==> src/rtl/sd_host_pkg.sv <==
`default_nettype none

package sd_host_pkg;

    // Register map, byte addresses
    localparam logic [31:0] addr_cmd     = 32'h00;
    localparam logic [31:0] addr_arg     = 32'h04;
    localparam logic [31:0] addr_control = 32'h08;
    localparam logic [31:0] addr_status  = 32'h0C;
    localparam logic [31:0] addr_clk_div = 32'h10;
    localparam logic [31:0] addr_resp_lo = 32'h14;
    localparam logic [31:0] addr_resp_hi = 32'h18;

    // Response type codes
    localparam logic [1:0] resp_none = 2'd0;
    localparam logic [1:0] resp_r1   = 2'd1;
    localparam logic [1:0] resp_r3   = 2'd2;

    // Status bit positions
    localparam int st_done      = 0;
    localparam int st_busy      = 1;
    localparam int st_timeout   = 2;
    localparam int st_crc_err   = 3;
    localparam int st_index_err = 4;

    localparam logic [7:0] clk_div_reset  = 8'd2;
    localparam logic [6:0] ncr_max        = 7'd64;
    localparam logic [6:0] cmd_token_bits = 7'd48;

    // Command engine states
    localparam logic [1:0] eng_idle    = 2'd0;
    localparam logic [1:0] eng_send    = 2'd1;
    localparam logic [1:0] eng_ack     = 2'd2;
    localparam logic [1:0] eng_release = 2'd3;

    // Bus serializer states
    localparam logic [2:0] ser_idle = 3'd0;
    localparam logic [2:0] ser_tx   = 3'd1;
    localparam logic [2:0] ser_wait = 3'd2;
    localparam logic [2:0] ser_rx   = 3'd3;
    localparam logic [2:0] ser_done = 3'd4;

    // 48-bit response token, raw as shifted in or split into fields
    typedef union packed {
        logic [47:0] raw;
        struct packed {
            logic        start;
            logic        dir;
            logic [5:0]  index;
            logic [31:0] arg;
            logic [6:0]  crc;
            logic        stop;
        } fields;
    } resp_token_t;

endpackage

`default_nettype wire

==> src/rtl/sd_reg_block.sv <==
`default_nettype none

module sd_reg_block (
    input  logic                     clk,
    input  logic                     rst_n,
    input  logic                     we,
    input  logic                     re,
    input  logic [31:0]              waddr,
    input  logic [31:0]              raddr,
    input  logic [31:0]              wdata,
    input  logic                     cmd_ack,
    input  sd_host_pkg::resp_token_t resp_token,
    input  logic                     timeout_err,
    input  logic                     crc_err,
    input  logic                     index_err,
    output logic [31:0]              rdata,
    output logic                     interrupt,
    output logic                     cmd_req,
    output logic [5:0]               cmd_index,
    output logic [31:0]              cmd_arg,
    output logic [1:0]               resp_type,
    output logic                     index_check_en,
    output logic                     crc_check_en,
    output logic [7:0]               clk_div
);

    logic        done_st;
    logic        timeout_st;
    logic        crc_st;
    logic        index_st;
    logic [31:0] resp_arg;
    logic [6:0]  resp_crc;
    logic [5:0]  resp_index;
    logic [4:0]  status;
    logic        ack_take;
    logic        status_wr;

    // Engine acknowledge seen while the request is still up, one cycle per command
    assign ack_take  = cmd_ack && cmd_req;
    assign status_wr = we && (waddr == sd_host_pkg::addr_status);
    assign interrupt = done_st;

    always_comb begin
        status = '0;
        status[sd_host_pkg::st_done]      = done_st;
        status[sd_host_pkg::st_busy]      = cmd_req;
        status[sd_host_pkg::st_timeout]   = timeout_st;
        status[sd_host_pkg::st_crc_err]   = crc_st;
        status[sd_host_pkg::st_index_err] = index_st;
    end

    always_comb begin
        rdata = '0;
        if (re) begin
            case (raddr)
                sd_host_pkg::addr_cmd:
                    rdata = {20'd0, crc_check_en, index_check_en, resp_type, 2'd0, cmd_index};
                sd_host_pkg::addr_arg:     rdata = cmd_arg;
                sd_host_pkg::addr_control: rdata = {31'd0, cmd_req};
                sd_host_pkg::addr_status:  rdata = {27'd0, status};
                sd_host_pkg::addr_clk_div: rdata = {24'd0, clk_div};
                sd_host_pkg::addr_resp_lo: rdata = resp_arg;
                sd_host_pkg::addr_resp_hi: rdata = {17'd0, resp_crc, 2'd0, resp_index};
                default:                   rdata = '0;
            endcase
        end
    end

    // Command setup registers
    always_ff @(posedge clk or negedge rst_n) begin
        if (!rst_n) begin
            cmd_index      <= '0;
            resp_type      <= sd_host_pkg::resp_r1;
            index_check_en <= 1'b1;
            crc_check_en   <= 1'b1;
            cmd_arg        <= '0;
            clk_div        <= sd_host_pkg::clk_div_reset;
        end else if (we) begin
            case (waddr)
                sd_host_pkg::addr_cmd: begin
                    cmd_index      <= wdata[5:0];
                    resp_type      <= wdata[9:8];
                    index_check_en <= wdata[10];
                    crc_check_en   <= wdata[11];
                end
                sd_host_pkg::addr_arg:     cmd_arg <= wdata;
                sd_host_pkg::addr_clk_div: clk_div <= wdata[7:0];
                default: ;
            endcase
        end
    end

    // Start bit and sticky status, the acknowledge wins over a clear
    always_ff @(posedge clk or negedge rst_n) begin
        if (!rst_n) begin
            cmd_req    <= 1'b0;
            done_st    <= 1'b0;
            timeout_st <= 1'b0;
            crc_st     <= 1'b0;
            index_st   <= 1'b0;
        end else begin
            if (we && (waddr == sd_host_pkg::addr_control) && wdata[0] && !cmd_ack) begin
                cmd_req <= 1'b1;
            end
            if (status_wr) begin
                if (wdata[sd_host_pkg::st_done])      done_st    <= 1'b0;
                if (wdata[sd_host_pkg::st_timeout])   timeout_st <= 1'b0;
                if (wdata[sd_host_pkg::st_crc_err])   crc_st     <= 1'b0;
                if (wdata[sd_host_pkg::st_index_err]) index_st   <= 1'b0;
            end
            if (ack_take) begin
                cmd_req    <= 1'b0;
                done_st    <= 1'b1;
                timeout_st <= timeout_err;
                crc_st     <= crc_err;
                index_st   <= index_err;
            end
        end
    end

    // Response capture
    always_ff @(posedge clk) begin
        if (ack_take) begin
            resp_arg   <= resp_token.fields.arg;
            resp_crc   <= resp_token.fields.crc;
            resp_index <= resp_token.fields.index;
        end
    end

endmodule

`default_nettype wire

==> src/rtl/sd_cmd_engine.sv <==
`default_nettype none

module sd_cmd_engine (
    input  logic                     clk,
    input  logic                     rst_n,
    input  logic                     cmd_req,
    input  logic [5:0]               cmd_index,
    input  logic [31:0]              cmd_arg,
    input  logic [1:0]               resp_type,
    input  logic                     index_check_en,
    input  logic                     crc_check_en,
    input  logic                     tx_ack,
    input  sd_host_pkg::resp_token_t rx_token,
    input  logic                     rx_timeout,
    output logic                     cmd_ack,
    output sd_host_pkg::resp_token_t resp_token,
    output logic                     timeout_err,
    output logic                     crc_err,
    output logic                     index_err,
    output logic                     tx_req,
    output logic [47:0]              tx_token,
    output logic                     resp_expect
);

    logic [1:0]  state;
    logic        is_r1;
    logic        crc_bad;
    logic        index_bad;
    logic [39:0] cmd_head;

    // CRC7, polynomial x^7 + x^3 + 1, MSB first
    function automatic logic [6:0] crc7(input logic [39:0] data);
        logic [6:0] crc;
        logic       fb;
        crc = '0;
        for (int i = 39; i >= 0; i--) begin
            fb  = data[i] ^ crc[6];
            crc = {crc[5:0], 1'b0};
            if (fb) begin
                crc = crc ^ 7'h09;
            end
        end
        return crc;
    endfunction

    // Start bit 0, direction bit 1 (host to card)
    assign cmd_head  = {2'b01, cmd_index, cmd_arg};
    assign is_r1     = (resp_type == sd_host_pkg::resp_r1);
    assign crc_bad   = (crc7(rx_token.raw[47:8]) != rx_token.fields.crc);
    assign index_bad = (rx_token.fields.index != cmd_index);

    always_ff @(posedge clk or negedge rst_n) begin
        if (!rst_n) begin
            state       <= sd_host_pkg::eng_idle;
            cmd_ack     <= 1'b0;
            tx_req      <= 1'b0;
            resp_expect <= 1'b0;
            timeout_err <= 1'b0;
            crc_err     <= 1'b0;
            index_err   <= 1'b0;
        end else begin
            case (state)
                sd_host_pkg::eng_idle: begin
                    if (cmd_req) begin
                        tx_req      <= 1'b1;
                        resp_expect <= is_r1 || (resp_type == sd_host_pkg::resp_r3);
                        state       <= sd_host_pkg::eng_send;
                    end
                end
                sd_host_pkg::eng_send: begin
                    if (tx_ack) begin
                        tx_req      <= 1'b0;
                        cmd_ack     <= 1'b1;
                        timeout_err <= rx_timeout;
                        // R3 and a timed out response skip both checks
                        crc_err     <= !rx_timeout && is_r1 && crc_check_en && crc_bad;
                        index_err   <= !rx_timeout && is_r1 && index_check_en && index_bad;
                        state       <= sd_host_pkg::eng_ack;
                    end
                end
                sd_host_pkg::eng_ack: begin
                    if (!cmd_req) begin
                        cmd_ack <= 1'b0;
                        state   <= sd_host_pkg::eng_release;
                    end
                end
                sd_host_pkg::eng_release: begin
                    if (!tx_ack) begin
                        state <= sd_host_pkg::eng_idle;
                    end
                end
                default: state <= sd_host_pkg::eng_idle;
            endcase
        end
    end

    // Token out and response in
    always_ff @(posedge clk) begin
        if ((state == sd_host_pkg::eng_idle) && cmd_req) begin
            tx_token <= {cmd_head, crc7(cmd_head), 1'b1};
        end
        if ((state == sd_host_pkg::eng_send) && tx_ack) begin
            resp_token <= rx_token;
        end
    end

endmodule

`default_nettype wire

==> src/rtl/sd_cmd_serdes.sv <==
`default_nettype none

module sd_cmd_serdes (
    input  logic                     clk,
    input  logic                     rst_n,
    input  logic [7:0]               clk_div,
    input  logic                     tx_req,
    input  logic [47:0]              tx_token,
    input  logic                     resp_expect,
    input  logic                     sd_cmd_in,
    output logic                     tx_ack,
    output sd_host_pkg::resp_token_t rx_token,
    output logic                     rx_timeout,
    output logic                     sd_clk,
    output logic                     sd_cmd_out,
    output logic                     sd_cmd_oe
);

    logic [2:0]  state;
    logic [7:0]  div_cnt;
    logic [6:0]  cnt;
    logic [47:0] tx_sr;
    logic        tick;
    logic        rise;
    logic        fall;
    logic        clk_on;

    assign clk_on = (state == sd_host_pkg::ser_tx) || (state == sd_host_pkg::ser_wait) ||
                    (state == sd_host_pkg::ser_rx);
    assign tick   = (div_cnt == clk_div);
    assign rise   = tick && !sd_clk;
    assign fall   = tick && sd_clk;

    always_ff @(posedge clk or negedge rst_n) begin
        if (!rst_n) begin
            state      <= sd_host_pkg::ser_idle;
            div_cnt    <= '0;
            sd_clk     <= 1'b0;
            sd_cmd_out <= 1'b1;
            sd_cmd_oe  <= 1'b0;
            cnt        <= '0;
            tx_ack     <= 1'b0;
            rx_timeout <= 1'b0;
        end else begin
            // SD clock only runs while a token is in progress
            if (!clk_on || tick) begin
                div_cnt <= '0;
            end else begin
                div_cnt <= div_cnt + 8'd1;
            end
            if (!clk_on) begin
                sd_clk <= 1'b0;
            end else if (tick) begin
                sd_clk <= ~sd_clk;
            end

            case (state)
                sd_host_pkg::ser_idle: begin
                    if (tx_req) begin
                        cnt        <= '0;
                        sd_cmd_oe  <= 1'b1;
                        sd_cmd_out <= tx_token[47];
                        rx_timeout <= 1'b0;
                        state      <= sd_host_pkg::ser_tx;
                    end
                end
                sd_host_pkg::ser_tx: begin
                    if (rise) begin
                        cnt <= cnt + 7'd1;
                    end else if (fall && (cnt == sd_host_pkg::cmd_token_bits)) begin
                        // Last bit taken by the card, release the line
                        sd_cmd_oe  <= 1'b0;
                        sd_cmd_out <= 1'b1;
                        cnt        <= '0;
                        if (resp_expect) begin
                            state <= sd_host_pkg::ser_wait;
                        end else begin
                            tx_ack <= 1'b1;
                            state  <= sd_host_pkg::ser_done;
                        end
                    end else if (fall) begin
                        sd_cmd_out <= tx_sr[46];
                    end
                end
                sd_host_pkg::ser_wait: begin
                    if (rise && !sd_cmd_in) begin
                        cnt   <= 7'd1;
                        state <= sd_host_pkg::ser_rx;
                    end else if (rise) begin
                        cnt <= cnt + 7'd1;
                    end else if (fall && (cnt == sd_host_pkg::ncr_max)) begin
                        rx_timeout <= 1'b1;
                        tx_ack     <= 1'b1;
                        state      <= sd_host_pkg::ser_done;
                    end
                end
                sd_host_pkg::ser_rx: begin
                    if (rise) begin
                        cnt <= cnt + 7'd1;
                    end else if (fall && (cnt == sd_host_pkg::cmd_token_bits)) begin
                        tx_ack <= 1'b1;
                        state  <= sd_host_pkg::ser_done;
                    end
                end
                sd_host_pkg::ser_done: begin
                    if (!tx_req) begin
                        tx_ack <= 1'b0;
                        state  <= sd_host_pkg::ser_idle;
                    end
                end
                default: state <= sd_host_pkg::ser_idle;
            endcase
        end
    end

    // Shift registers, MSB first in both directions
    always_ff @(posedge clk) begin
        if ((state == sd_host_pkg::ser_idle) && tx_req) begin
            tx_sr <= tx_token;
        end else if ((state == sd_host_pkg::ser_tx) && fall) begin
            tx_sr <= {tx_sr[46:0], 1'b1};
        end
        if (rise && ((state == sd_host_pkg::ser_rx) ||
                     ((state == sd_host_pkg::ser_wait) && !sd_cmd_in))) begin
            rx_token.raw <= {rx_token.raw[46:0], sd_cmd_in};
        end
    end

endmodule

`default_nettype wire

==> src/rtl/sd_host_top.sv <==
`default_nettype none

module sd_host_top (
    input  logic        clk,
    input  logic        rst_n,
    input  logic        we,
    input  logic        re,
    input  logic [31:0] waddr,
    input  logic [31:0] raddr,
    input  logic [31:0] wdata,
    output logic [31:0] rdata,
    output logic        interrupt,
    output logic        sd_clk,
    output logic        sd_cmd_out,
    output logic        sd_cmd_oe,
    input  logic        sd_cmd_in
);

    // Register block to engine
    logic                     cmd_req;
    logic                     cmd_ack;
    logic [5:0]               cmd_index;
    logic [31:0]              cmd_arg;
    logic [1:0]               resp_type;
    logic                     index_check_en;
    logic                     crc_check_en;
    logic [7:0]               clk_div;
    sd_host_pkg::resp_token_t resp_token;
    logic                     timeout_err;
    logic                     crc_err;
    logic                     index_err;

    // Engine to serializer
    logic                     tx_req;
    logic                     tx_ack;
    logic [47:0]              tx_token;
    logic                     resp_expect;
    sd_host_pkg::resp_token_t rx_token;
    logic                     rx_timeout;

    sd_reg_block sd_reg_block_inst (
        .clk            (clk),
        .rst_n          (rst_n),
        .we             (we),
        .re             (re),
        .waddr          (waddr),
        .raddr          (raddr),
        .wdata          (wdata),
        .cmd_ack        (cmd_ack),
        .resp_token     (resp_token),
        .timeout_err    (timeout_err),
        .crc_err        (crc_err),
        .index_err      (index_err),
        .rdata          (rdata),
        .interrupt      (interrupt),
        .cmd_req        (cmd_req),
        .cmd_index      (cmd_index),
        .cmd_arg        (cmd_arg),
        .resp_type      (resp_type),
        .index_check_en (index_check_en),
        .crc_check_en   (crc_check_en),
        .clk_div        (clk_div)
    );

    sd_cmd_engine sd_cmd_engine_inst (
        .clk            (clk),
        .rst_n          (rst_n),
        .cmd_req        (cmd_req),
        .cmd_index      (cmd_index),
        .cmd_arg        (cmd_arg),
        .resp_type      (resp_type),
        .index_check_en (index_check_en),
        .crc_check_en   (crc_check_en),
        .tx_ack         (tx_ack),
        .rx_token       (rx_token),
        .rx_timeout     (rx_timeout),
        .cmd_ack        (cmd_ack),
        .resp_token     (resp_token),
        .timeout_err    (timeout_err),
        .crc_err        (crc_err),
        .index_err      (index_err),
        .tx_req         (tx_req),
        .tx_token       (tx_token),
        .resp_expect    (resp_expect)
    );

    sd_cmd_serdes sd_cmd_serdes_inst (
        .clk         (clk),
        .rst_n       (rst_n),
        .clk_div     (clk_div),
        .tx_req      (tx_req),
        .tx_token    (tx_token),
        .resp_expect (resp_expect),
        .sd_cmd_in   (sd_cmd_in),
        .tx_ack      (tx_ack),
        .rx_token    (rx_token),
        .rx_timeout  (rx_timeout),
        .sd_clk      (sd_clk),
        .sd_cmd_out  (sd_cmd_out),
        .sd_cmd_oe   (sd_cmd_oe)
    );

endmodule

`default_nettype wire

==> config.mk <==
export PLATFORM = sky130hd
export DESIGN_NAME = sd_host_top
export DESIGN_NICKNAME = d
export VERILOG_FILES = /design/src/rtl/sd_host_pkg.sv /design/src/rtl/sd_reg_block.sv /design/src/rtl/sd_cmd_engine.sv /design/src/rtl/sd_cmd_serdes.sv /design/src/rtl/sd_host_top.sv
export SDC_FILE = /design/constraint.sdc
export NUM_CORES = 1
export LEC_CHECK = 0
export ABC_AREA = 1
export ABC_CLOCK_PERIOD_IN_PS = 4600
export CELL_PAD_IN_SITES_DETAIL_PLACEMENT = 1
export CELL_PAD_IN_SITES_GLOBAL_PLACEMENT = 2
export CORE_UTILIZATION = 37
export DETAILED_ROUTE_END_ITERATION = 7
export DONT_BUFFER_PORTS = 1
export PLACE_DENSITY = 0.81
export RECOVER_POWER = 100
export SLEW_MARGIN = 40
export SYNTH_ARGS = -nofsm -noshare
export SYNTH_HDL_FRONTEND = slang
export SYNTH_SLANG_ARGS = --single-unit
==> constraint.sdc <==
create_clock -name clk -period 4.6 [get_ports clk]
set_input_delay 0.69 -clock clk [delete_from_list [all_inputs] [get_ports clk]]
set_output_delay 0.69 -clock clk [all_outputs]
set_load 0.02 [all_outputs]
==> key figures, run 1 <==
Synthesis
  – Avg Cell Area, Syn: 9.94 um2
  – Sequential share of the synthesized area: 61.7%
  – Yosys warns: 0
  – Top post-synthesis cells by area: edfxtp_1 (47%), dfrtp_1 (14%), nand2_1 (14%), inv_1 (3.9%), nand3_1 (2.5%)
  – Yosys top cell area share: 47.0%
  – Prevailing post-synth register cell: edfxtp_1
  – Top cell type by total area after synthesis: edfxtp_1
  – Mapped cell area: 0.0146 mm2
  – Cells after Synth: 1473
  – Distinct cells, synth: 44
  – Count leader, synth: nand2_1
  – Post-synth ARST share: 27.3%
  – Most frequent cells after synthesis: nand2_1 (529), edfxtp_1 (229), inv_1 (151)
  – Register bit total from synthesis: 315
  – Syn Nets: 1583
  – Number of synthesized flops with an enable pin: 229

Timing
  – Setup TNS: 0 ns
  – FMAX: 0.251 GHz
  – RSZ-0062 raised after global routing: no
  – Worst slew pin tran: 2.68 ns
  – Worst hold margin: 0.251 ns
  – Tmin final: 3.99 ns
  – Hold Fails Final Rpt: 0
  – Fin crit share: 86.7%
  – Fin Clk Skew: 0.0243 ns
  – Worst rel slew slack: -78.7%
  – Setup violators final: 0
  – Final Max Slew Viols: 274

Global routing
  – First-pass GRT wire length: 62500 um
  – Total gr overflow: 0
  – Vias in the first global route: 10800
  – Antenna violations before repair: 0
  – Largest net degree at the start of global routing: 86
  – GRT Overall Usage: 20.3%

Critical path
  – Critical Path RT: 3.91 ns
  – Crit path kind: primary input to primary output
  – Kind of end point of the critical path: primary output
  – CP Launch Type: primary input
  – Worst endpoint data arrival time: 3.30 ns
  – Critical Path Fanout Max: 23

Clock network
  – Reg clk slew, reported paths: 0.05 ns
  – CTS tree: yes
  – H-tree depth: 2
  – Post-cts sizing count: 0
  – Sinks on the clock net: 315
  – Deepest clock path buffer count: 3
  – Root Driver: clkbuf_16
  – CTS Hold Buffers Added: 2
  – Post-CTS Setup Bufs: 0
  – CTS Buf Count: 37
  – Clock Latency Late Sink: 0.55 ns

Route
  – DRT Pass-1 Iters: 5
  – Final WL: 40000 um
  – Vias/cell: 4.99
  – Routed WL per cell: 19.4 um
  – DRC violations left: 0
  – Vias after detailed routing: 10300
  – Routed Antenna Nets: 0
  – DRT iter0 DRCs: 462

Run status
  – Failing checks: capacitance limit, slew limit
  – Outcome: finished, violations left

Finish
  – Number of non-filler instances in the completed layout: 2067
  – Layout fillers: 4340
  – N_diodes: 0
  – Area Growth Syn to Fin: 12.7%
  – Layout cell share with drive strength beyond 1: 7.49%
  – Layout Utilization: 42.5%
  – Nets: 1630

Floorplan
  – Starting Density: 37.7%
  – Die ar.: 0.0404 mm2
  – Core Box Area: 0.0388 mm2
  – Die W: 201 um
  – Row count: 72
  – Die height: 201 um
  – Io pins: 137

Job
  – Max Cap Viol: 5

Placed design
  – GPL Wtd Cong: 0.825
  – I/O Buffers: 0
  – Post-DP HPWL: 29200 um
  – Placed insts: 1997

Power and ir drop
  – Overall Power: 0.00603 W
  – Leakage power: 6.81 nW
  – P per Cell Area: 365 mW/mm2
  – Peak supply drop: 0.000243 V

Hold path
  – HP Class: primary input to flip-flop
-- worst paths after layout --
check,startpoint,endpoint,slack [ns],cells after the start
worst max-delay path,raddr[25],rdata[27],0.61,11
worst min-delay path,sd_cmd_in,sd_cmd_serdes_inst.rx_token[0],0.25,0
worst max register to register,sd_reg_block_inst.clk_div[5],sd_cmd_serdes_inst.rx_token[33],0.68,9
worst min register to register,sd_cmd_engine_inst.resp_token[32],sd_reg_block_inst.resp_arg[24],0.40,0
max in group asynchronous,rst_n,sd_reg_block_inst.cmd_arg[23],2.29,1
min in group asynchronous,rst_n,sd_reg_block_inst.crc_check_en,0.79,1
-- through the flow --
stage	area [um2]	worst slack, ns
after detailed placement	15500	0.934
after global placement	15500	1.02
after global routing	16500	0.291
after CTS	16700	0.921
final	16500	0.614
after floorplan	14600	0.924
-- power breakdown --
group	internal (W)	total [W]	leakage (nW)	switching (W)
clock network	0.00168	0.00284	0.572	0.00116
registers	0.00303	0.00304	3.25	0.0000139
logic	0.0000346	0.000142	2.98	0.000108
total	0.00474	0.00603	6.81	0.00128
-- cell families after synthesis --
group,count (synthesis),share of synthesized area (%)
AO/OA/AOI/OAI,130,5.21
AND/OR/NAND/NOR,741,20.9
flip-flops,315,61.7
multiplexers,16,1.23
XOR/XNOR,75,5.33
buffers and inverters,187,4.86
adder cells (fa/ha/maj),9,0.769
-- area by class of cell --
class                   count  area, um2  share of cell area (%)
flip-flops and latches    315       9030                    54.8
multi-input cells         971       4860                    29.5
clock buffers              57       1080                    6.57
well taps                 518        648                    3.93
inverters                 157        594                    3.60
repair buffers             38        183                    1.11
clock inverters            11       85.1                   0.516
-- critical path, stage by stage --
cell and delay, ns:
nor4_1 0.26, nand4_1 0.13, inv_1 0.11, nand3_1 0.13, nor3_1 0.58, inv_1 0.09, nand3_1 0.11, o41ai_1 0.09
clkbuf_2 0.38, a21oi_1 0.44, clkbuf_1 0.27
-- registers in the layout (all words and copies together) (netlist names), 7 cells and up --
name,count
sd_cmd_serdes_inst.rx_token,48
sd_cmd_serdes_inst.tx_sr,46
sd_cmd_engine_inst.resp_token,45
sd_cmd_engine_inst.tx_token,45
sd_reg_block_inst.cmd_arg,32
sd_reg_block_inst.resp_arg,32
sd_cmd_serdes_inst.div_cnt,8
sd_reg_block_inst.clk_div,8
sd_cmd_serdes_inst.cnt,7
sd_reg_block_inst.resp_crc,7
-- cell usage in the layout, fill, tap and decap left out, types with 2 or more instances in the layout --
cell | netlist | layout
nand2_1 | 529 | 531
edfxtp_1 | 229 | 229
inv_1 | 151 | 150
dfrtp_1 | 81 | 81
nand3_1 | 73 | 73
nor2_1 | 67 | 67
o21ai_0 | 59 | 58
clkbuf_1 | 27 | 40
clkbuf_16 | 0 | 39
xor2_1 | 32 | 34
a21oi_1 | 34 | 34
xnor2_1 | 28 | 29
nor4_1 | 23 | 23
mux2_2 | 16 | 16
nor3_1 | 16 | 15
nand3b_1 | 11 | 11
a221oi_1 | 10 | 10
ha_1 | 9 | 9
buf_4 | 0 | 8
or2_2 | 6 | 6
nand2_2 | 7 | 6
xor2_2 | 8 | 6
xnor2_2 | 6 | 6
a31oi_1 | 5 | 5
o22ai_1 | 5 | 5
clkinv_2 | 0 | 5
nand4_1 | 4 | 4
o211ai_1 | 4 | 4
clkbuf_8 | 0 | 4
dfstp_2 | 5 | 4
clkinv_1 | 0 | 3
inv_2 | 6 | 3
a22o_1 | 3 | 3
clkbuf_2 | 0 | 3
clkinvlp_2 | 0 | 2
nor3b_1 | 2 | 2
a41oi_1 | 2 | 2
inv_4 | 0 | 2
-- metal layers --
metal | global-route usage (%) | wire (um)
met4 | 8.21 | 1350
met5 | 0 | 0
met2 | 34.6 | 19900
met1 | 25.8 | 17500
met3 | 2.94 | 1290
Power figures use the tool's default switching activity.
==> inputs of run 2 (changes only) <==
- ABC_CLOCK_PERIOD_IN_PS: 4600 -> 4200
- CORE_UTILIZATION: 37 -> 41
- PLACE_DENSITY: 0.81 -> 0.84
- clock period: 4.6 -> 4.2 ns (I/O delays scaled with it)
==> key figures, run 2 (synthesized netlist as in run 1, its figures left out) <==
Run status
  – Outcome: finished, violations left (unchanged)
  – Failing checks: capacitance limit, slew limit (unchanged)

Critical path
  – RR Startpoint: sd_reg_block_inst.cmd_index[2] (was sd_reg_block_inst.clk_div[5])
  – Crit path buf inv count: 3 (was 4)
  – Critical Path Stages: 9 (was 11)
  – Critical Path RT: 3.57 ns (was 3.91 ns)
  – FF-to-FF path depth: 12 (was 9)
  – Critical path's slowest cell: nor2_1 (was nor3_1)
  – Kind of end point of the critical path: primary output (unchanged)
  – FF-to-FF End: sd_cmd_engine_inst.tx_token[4] (was sd_cmd_serdes_inst.rx_token[33])
  – Critical Path Fanout Max: 24 (was 23)
  – Crit path max-delay family: simple AND/OR/NAND/NOR gates (unchanged)
  – Flop-to-flop setup slack: 0.57 ns (was 0.68 ns)
  – CP Launch Type: primary input (unchanged)
  – Worst endpoint data arrival time: 3.19 ns (was 3.30 ns)
  – Crit path kind: primary input to primary output (unchanged)
  – Crit-path cells: nor4_1 > nand4_1 > inv_1 > nand2_1 > nor2_1 > o41ai_2 > clkbuf_2 > a21oi_1 > buf_4 (was nor4_1 > nand4_1 > inv_1 > nand3_1 > nor3_1 > inv_1 > nand3_1 > o41ai_1 > clkbuf_2 > a21oi_1 > clkbuf_1)
  – Crit-path max cell delay: 0.45 ns (was 0.58 ns)

Finish
  – Leading cell type in the layout, fill and taps excluded: nand2_1 (unchanged)
  – Nets: 1634 (was 1630)
  – Regs by FF count: sd_cmd_serdes_inst.rx_token x48, sd_cmd_serdes_inst.tx_sr x46 (unchanged)
  – Commonest non-fill, non-tap cells in the layout: nand2_1 (529), edfxtp_1 (229), inv_1 (149) (was nand2_1 (531), edfxtp_1 (229), inv_1 (150))
  – Reg with most FFs: sd_cmd_serdes_inst.rx_token (unchanged)
  – Area Growth Syn to Fin: 12.3% (was 12.7%)
  – Layout Utilization: 47.2% (was 42.5%)
  – Number of flip-flops in the largest register: 48 (unchanged)
  – N_diodes: 0 (unchanged)
  – Layout cell share with drive strength beyond 1: 7.69% (was 7.49%)
  – Design area: 0.0164 mm2 (was 0.0165 mm2)

Clock network
  – CTS Hold Buffers Added: 1 (was 2)
  – CTS tree: yes (unchanged)
  – Deepest clock path buffer count: 3 (unchanged)
  – Post-cts sizing count: 0 (unchanged)
  – Post-CTS Setup Bufs: 0 (unchanged)
  – H-tree depth: 2 (unchanged)
  – Root Driver: clkbuf_16 (unchanged)
  – Reg clk slew, reported paths: 0.06 ns (was 0.05 ns)
  – Clock Latency Late Sink: 0.51 ns (was 0.55 ns)
  – Sinks on the clock net: 315 (unchanged)
  – CTS Buf Count: 36 (was 37)

Floorplan
  – Die ar.: 0.0365 mm2 (was 0.0404 mm2)
  – Row count: 68 (was 72)
  – Io pins: 137 (unchanged)
  – Core Box Area: 0.0348 mm2 (was 0.0388 mm2)
  – Die height: 191 um (was 201 um)
  – Die W: 191 um (was 201 um)
  – Starting Density: 42.1% (was 37.7%)

Power and ir drop
  – Peak supply drop: 0.000280 V (was 0.000243 V)
  – P_sw: 0.00136 W (was 0.00128 W)
  – Share of total power in combinational logic: 2.3% (was 2.4%)
  – Overall Power: 0.00660 W (was 0.00603 W)
  – Power share of the clock group: 47.3% (was 47.2%)
  – Sw frac: 20.7% (was 21.3%)
  – Sequential power share: 50.4% (about the same)
  – Internal power: 0.00523 W (was 0.00474 W)
  – P per Cell Area: 401 mW/mm2 (was 365 mW/mm2)
  – Leakage power: 6.83 nW (was 6.81 nW)

Timing
  – Setup TNS: 0 ns (unchanged)
  – FMAX: 0.262 GHz
  – Tmin final: 3.82 ns
  – Hold Fails Final Rpt: 0 (unchanged)
  – Worst hold margin: 0.216 ns (was 0.251 ns)
  – RSZ-0062 raised after global routing: no (unchanged)
  – Fin Clk Skew: 0.0134 ns (was 0.0243 ns)
  – Setup violators final: 0 (unchanged)
  – Fin crit share: 91.0%
  – Final Max Slew Viols: 371 (was 274)
  – Worst slew pin tran: 2.63 ns (was 2.68 ns)
  – Worst rel slew slack: -75.2% (was -78.7%)

Global routing
  – First-pass GRT wire length: 62600 um (was 62500 um)
  – Largest net degree at the start of global routing: 87 (was 86)
  – GRT Overall Usage: 22.6% (was 20.3%)
  – Vias in the first global route: 10900 (was 10800)
  – Total gr overflow: 0 (unchanged)
  – Antenna violations before repair: 0 (unchanged)

Job
  – Max Cap Viol: 7 (was 5)

Route
  – DRT iter0 DRCs: 726 (was 462)
  – Routed WL per cell: 19.9 um (was 19.4 um)
  – Vias after detailed routing: 10500 (was 10300)
  – DRC violations left: 0 (unchanged)
  – Routed Antenna Nets: 0 (unchanged)
  – DRT Pass-1 Iters: 5 (unchanged)
  – Final WL: 39900 um (was 40000 um)
  – Vias/cell: 5.23 (was 4.99)

Hold path
  – Hold Path End: sd_cmd_serdes_inst.rx_token[0] (unchanged)
  – Hold Path Depth: 0 (unchanged)
  – HP Class: primary input to flip-flop (unchanged)
  – Startpoint of the most critical hold path: sd_cmd_in (unchanged)

Placed design
  – Post-DP HPWL: 29400 um (was 29200 um)
  – I/O Buffers: 0 (unchanged)
  – Area of placed instances: 0.0155 mm2 (about the same)
  – GPL Wtd Cong: 0.848 (was 0.825)
[run 2: worst register-to-register path, stage by stage, from the launching register on]
cell and delay [ns]:
dfrtp_1 0.60, xnor2_2 0.18, xor2_1 0.37, xor2_1 0.35
xnor2_1 0.21, xor2_1 0.31, xnor2_1 0.23, xor2_1 0.40
xor2_2 0.16, xnor2_1 0.33, inv_1 0.09, nand3_1 0.11
nand2_1 0.06
[run 2: worst max path at each step]
stage,from,end
floorplan,sd_reg_block_inst.clk_div[1],sd_cmd_serdes_inst.tx_sr[10]
global placement,raddr[21],rdata[5]
detailed placement,raddr[25],rdata[3]
CTS,raddr[25],rdata[3]
global route,raddr[25],rdata[27]
finish,raddr[25],rdata[27]
[run 2: final cells by class]
type | count | area (um2)
Fill cell | 3844 | 18400
Multi-Input combinational cell | 971 | 4880
Sequential cell | 315 | 9030
Clock inverter | 13 | 139
Timing Repair Buffer | 43 | 201
Inverter | 157 | 592
Clock buffer | 49 | 1020
Tap cell | 455 | 569
[run 2: power by group through the flow]
stage	Clock, W	Sequential [W]	Combinational [W]
2_1_floorplan	0	0.00339	0.0000960
3_3_place_gp	0	0.00339	0.000130
3_5_place_dp	0	0.00339	0.000132
4_1_cts	0.00318	0.00333	0.000154
5_1_grt	0.00328	0.00333	0.000174
6_report	0.00312	0.00333	0.000149
[run 2: stage by stage]
| stage | instances | setup WS [ns] |
|---|---|---|
| after floorplan | 1473 | 0.524 |
| after global placement | 1940 | 0.720 |
| after detailed placement | 1940 | 0.644 |
| after CTS | 2003 | 0.632 |
| after global routing | 2003 | 0.140 |
| final | 2003 | 0.380 |
[run 2: per-layer routing]
| metal | up-vias | GRT usage (%) | part of all wire (%) |
|---|---|---|---|
| met5 | - | 0 | 0 |
| met4 | 0 | 6.89 | 2.5 |
| met3 | 54 | 3.01 | 3.7 |
| met2 | 200 | 39.1 | 51 |
| met1 | 5258 | 29.4 | 43 |
| li1 | 4965 | - | - |
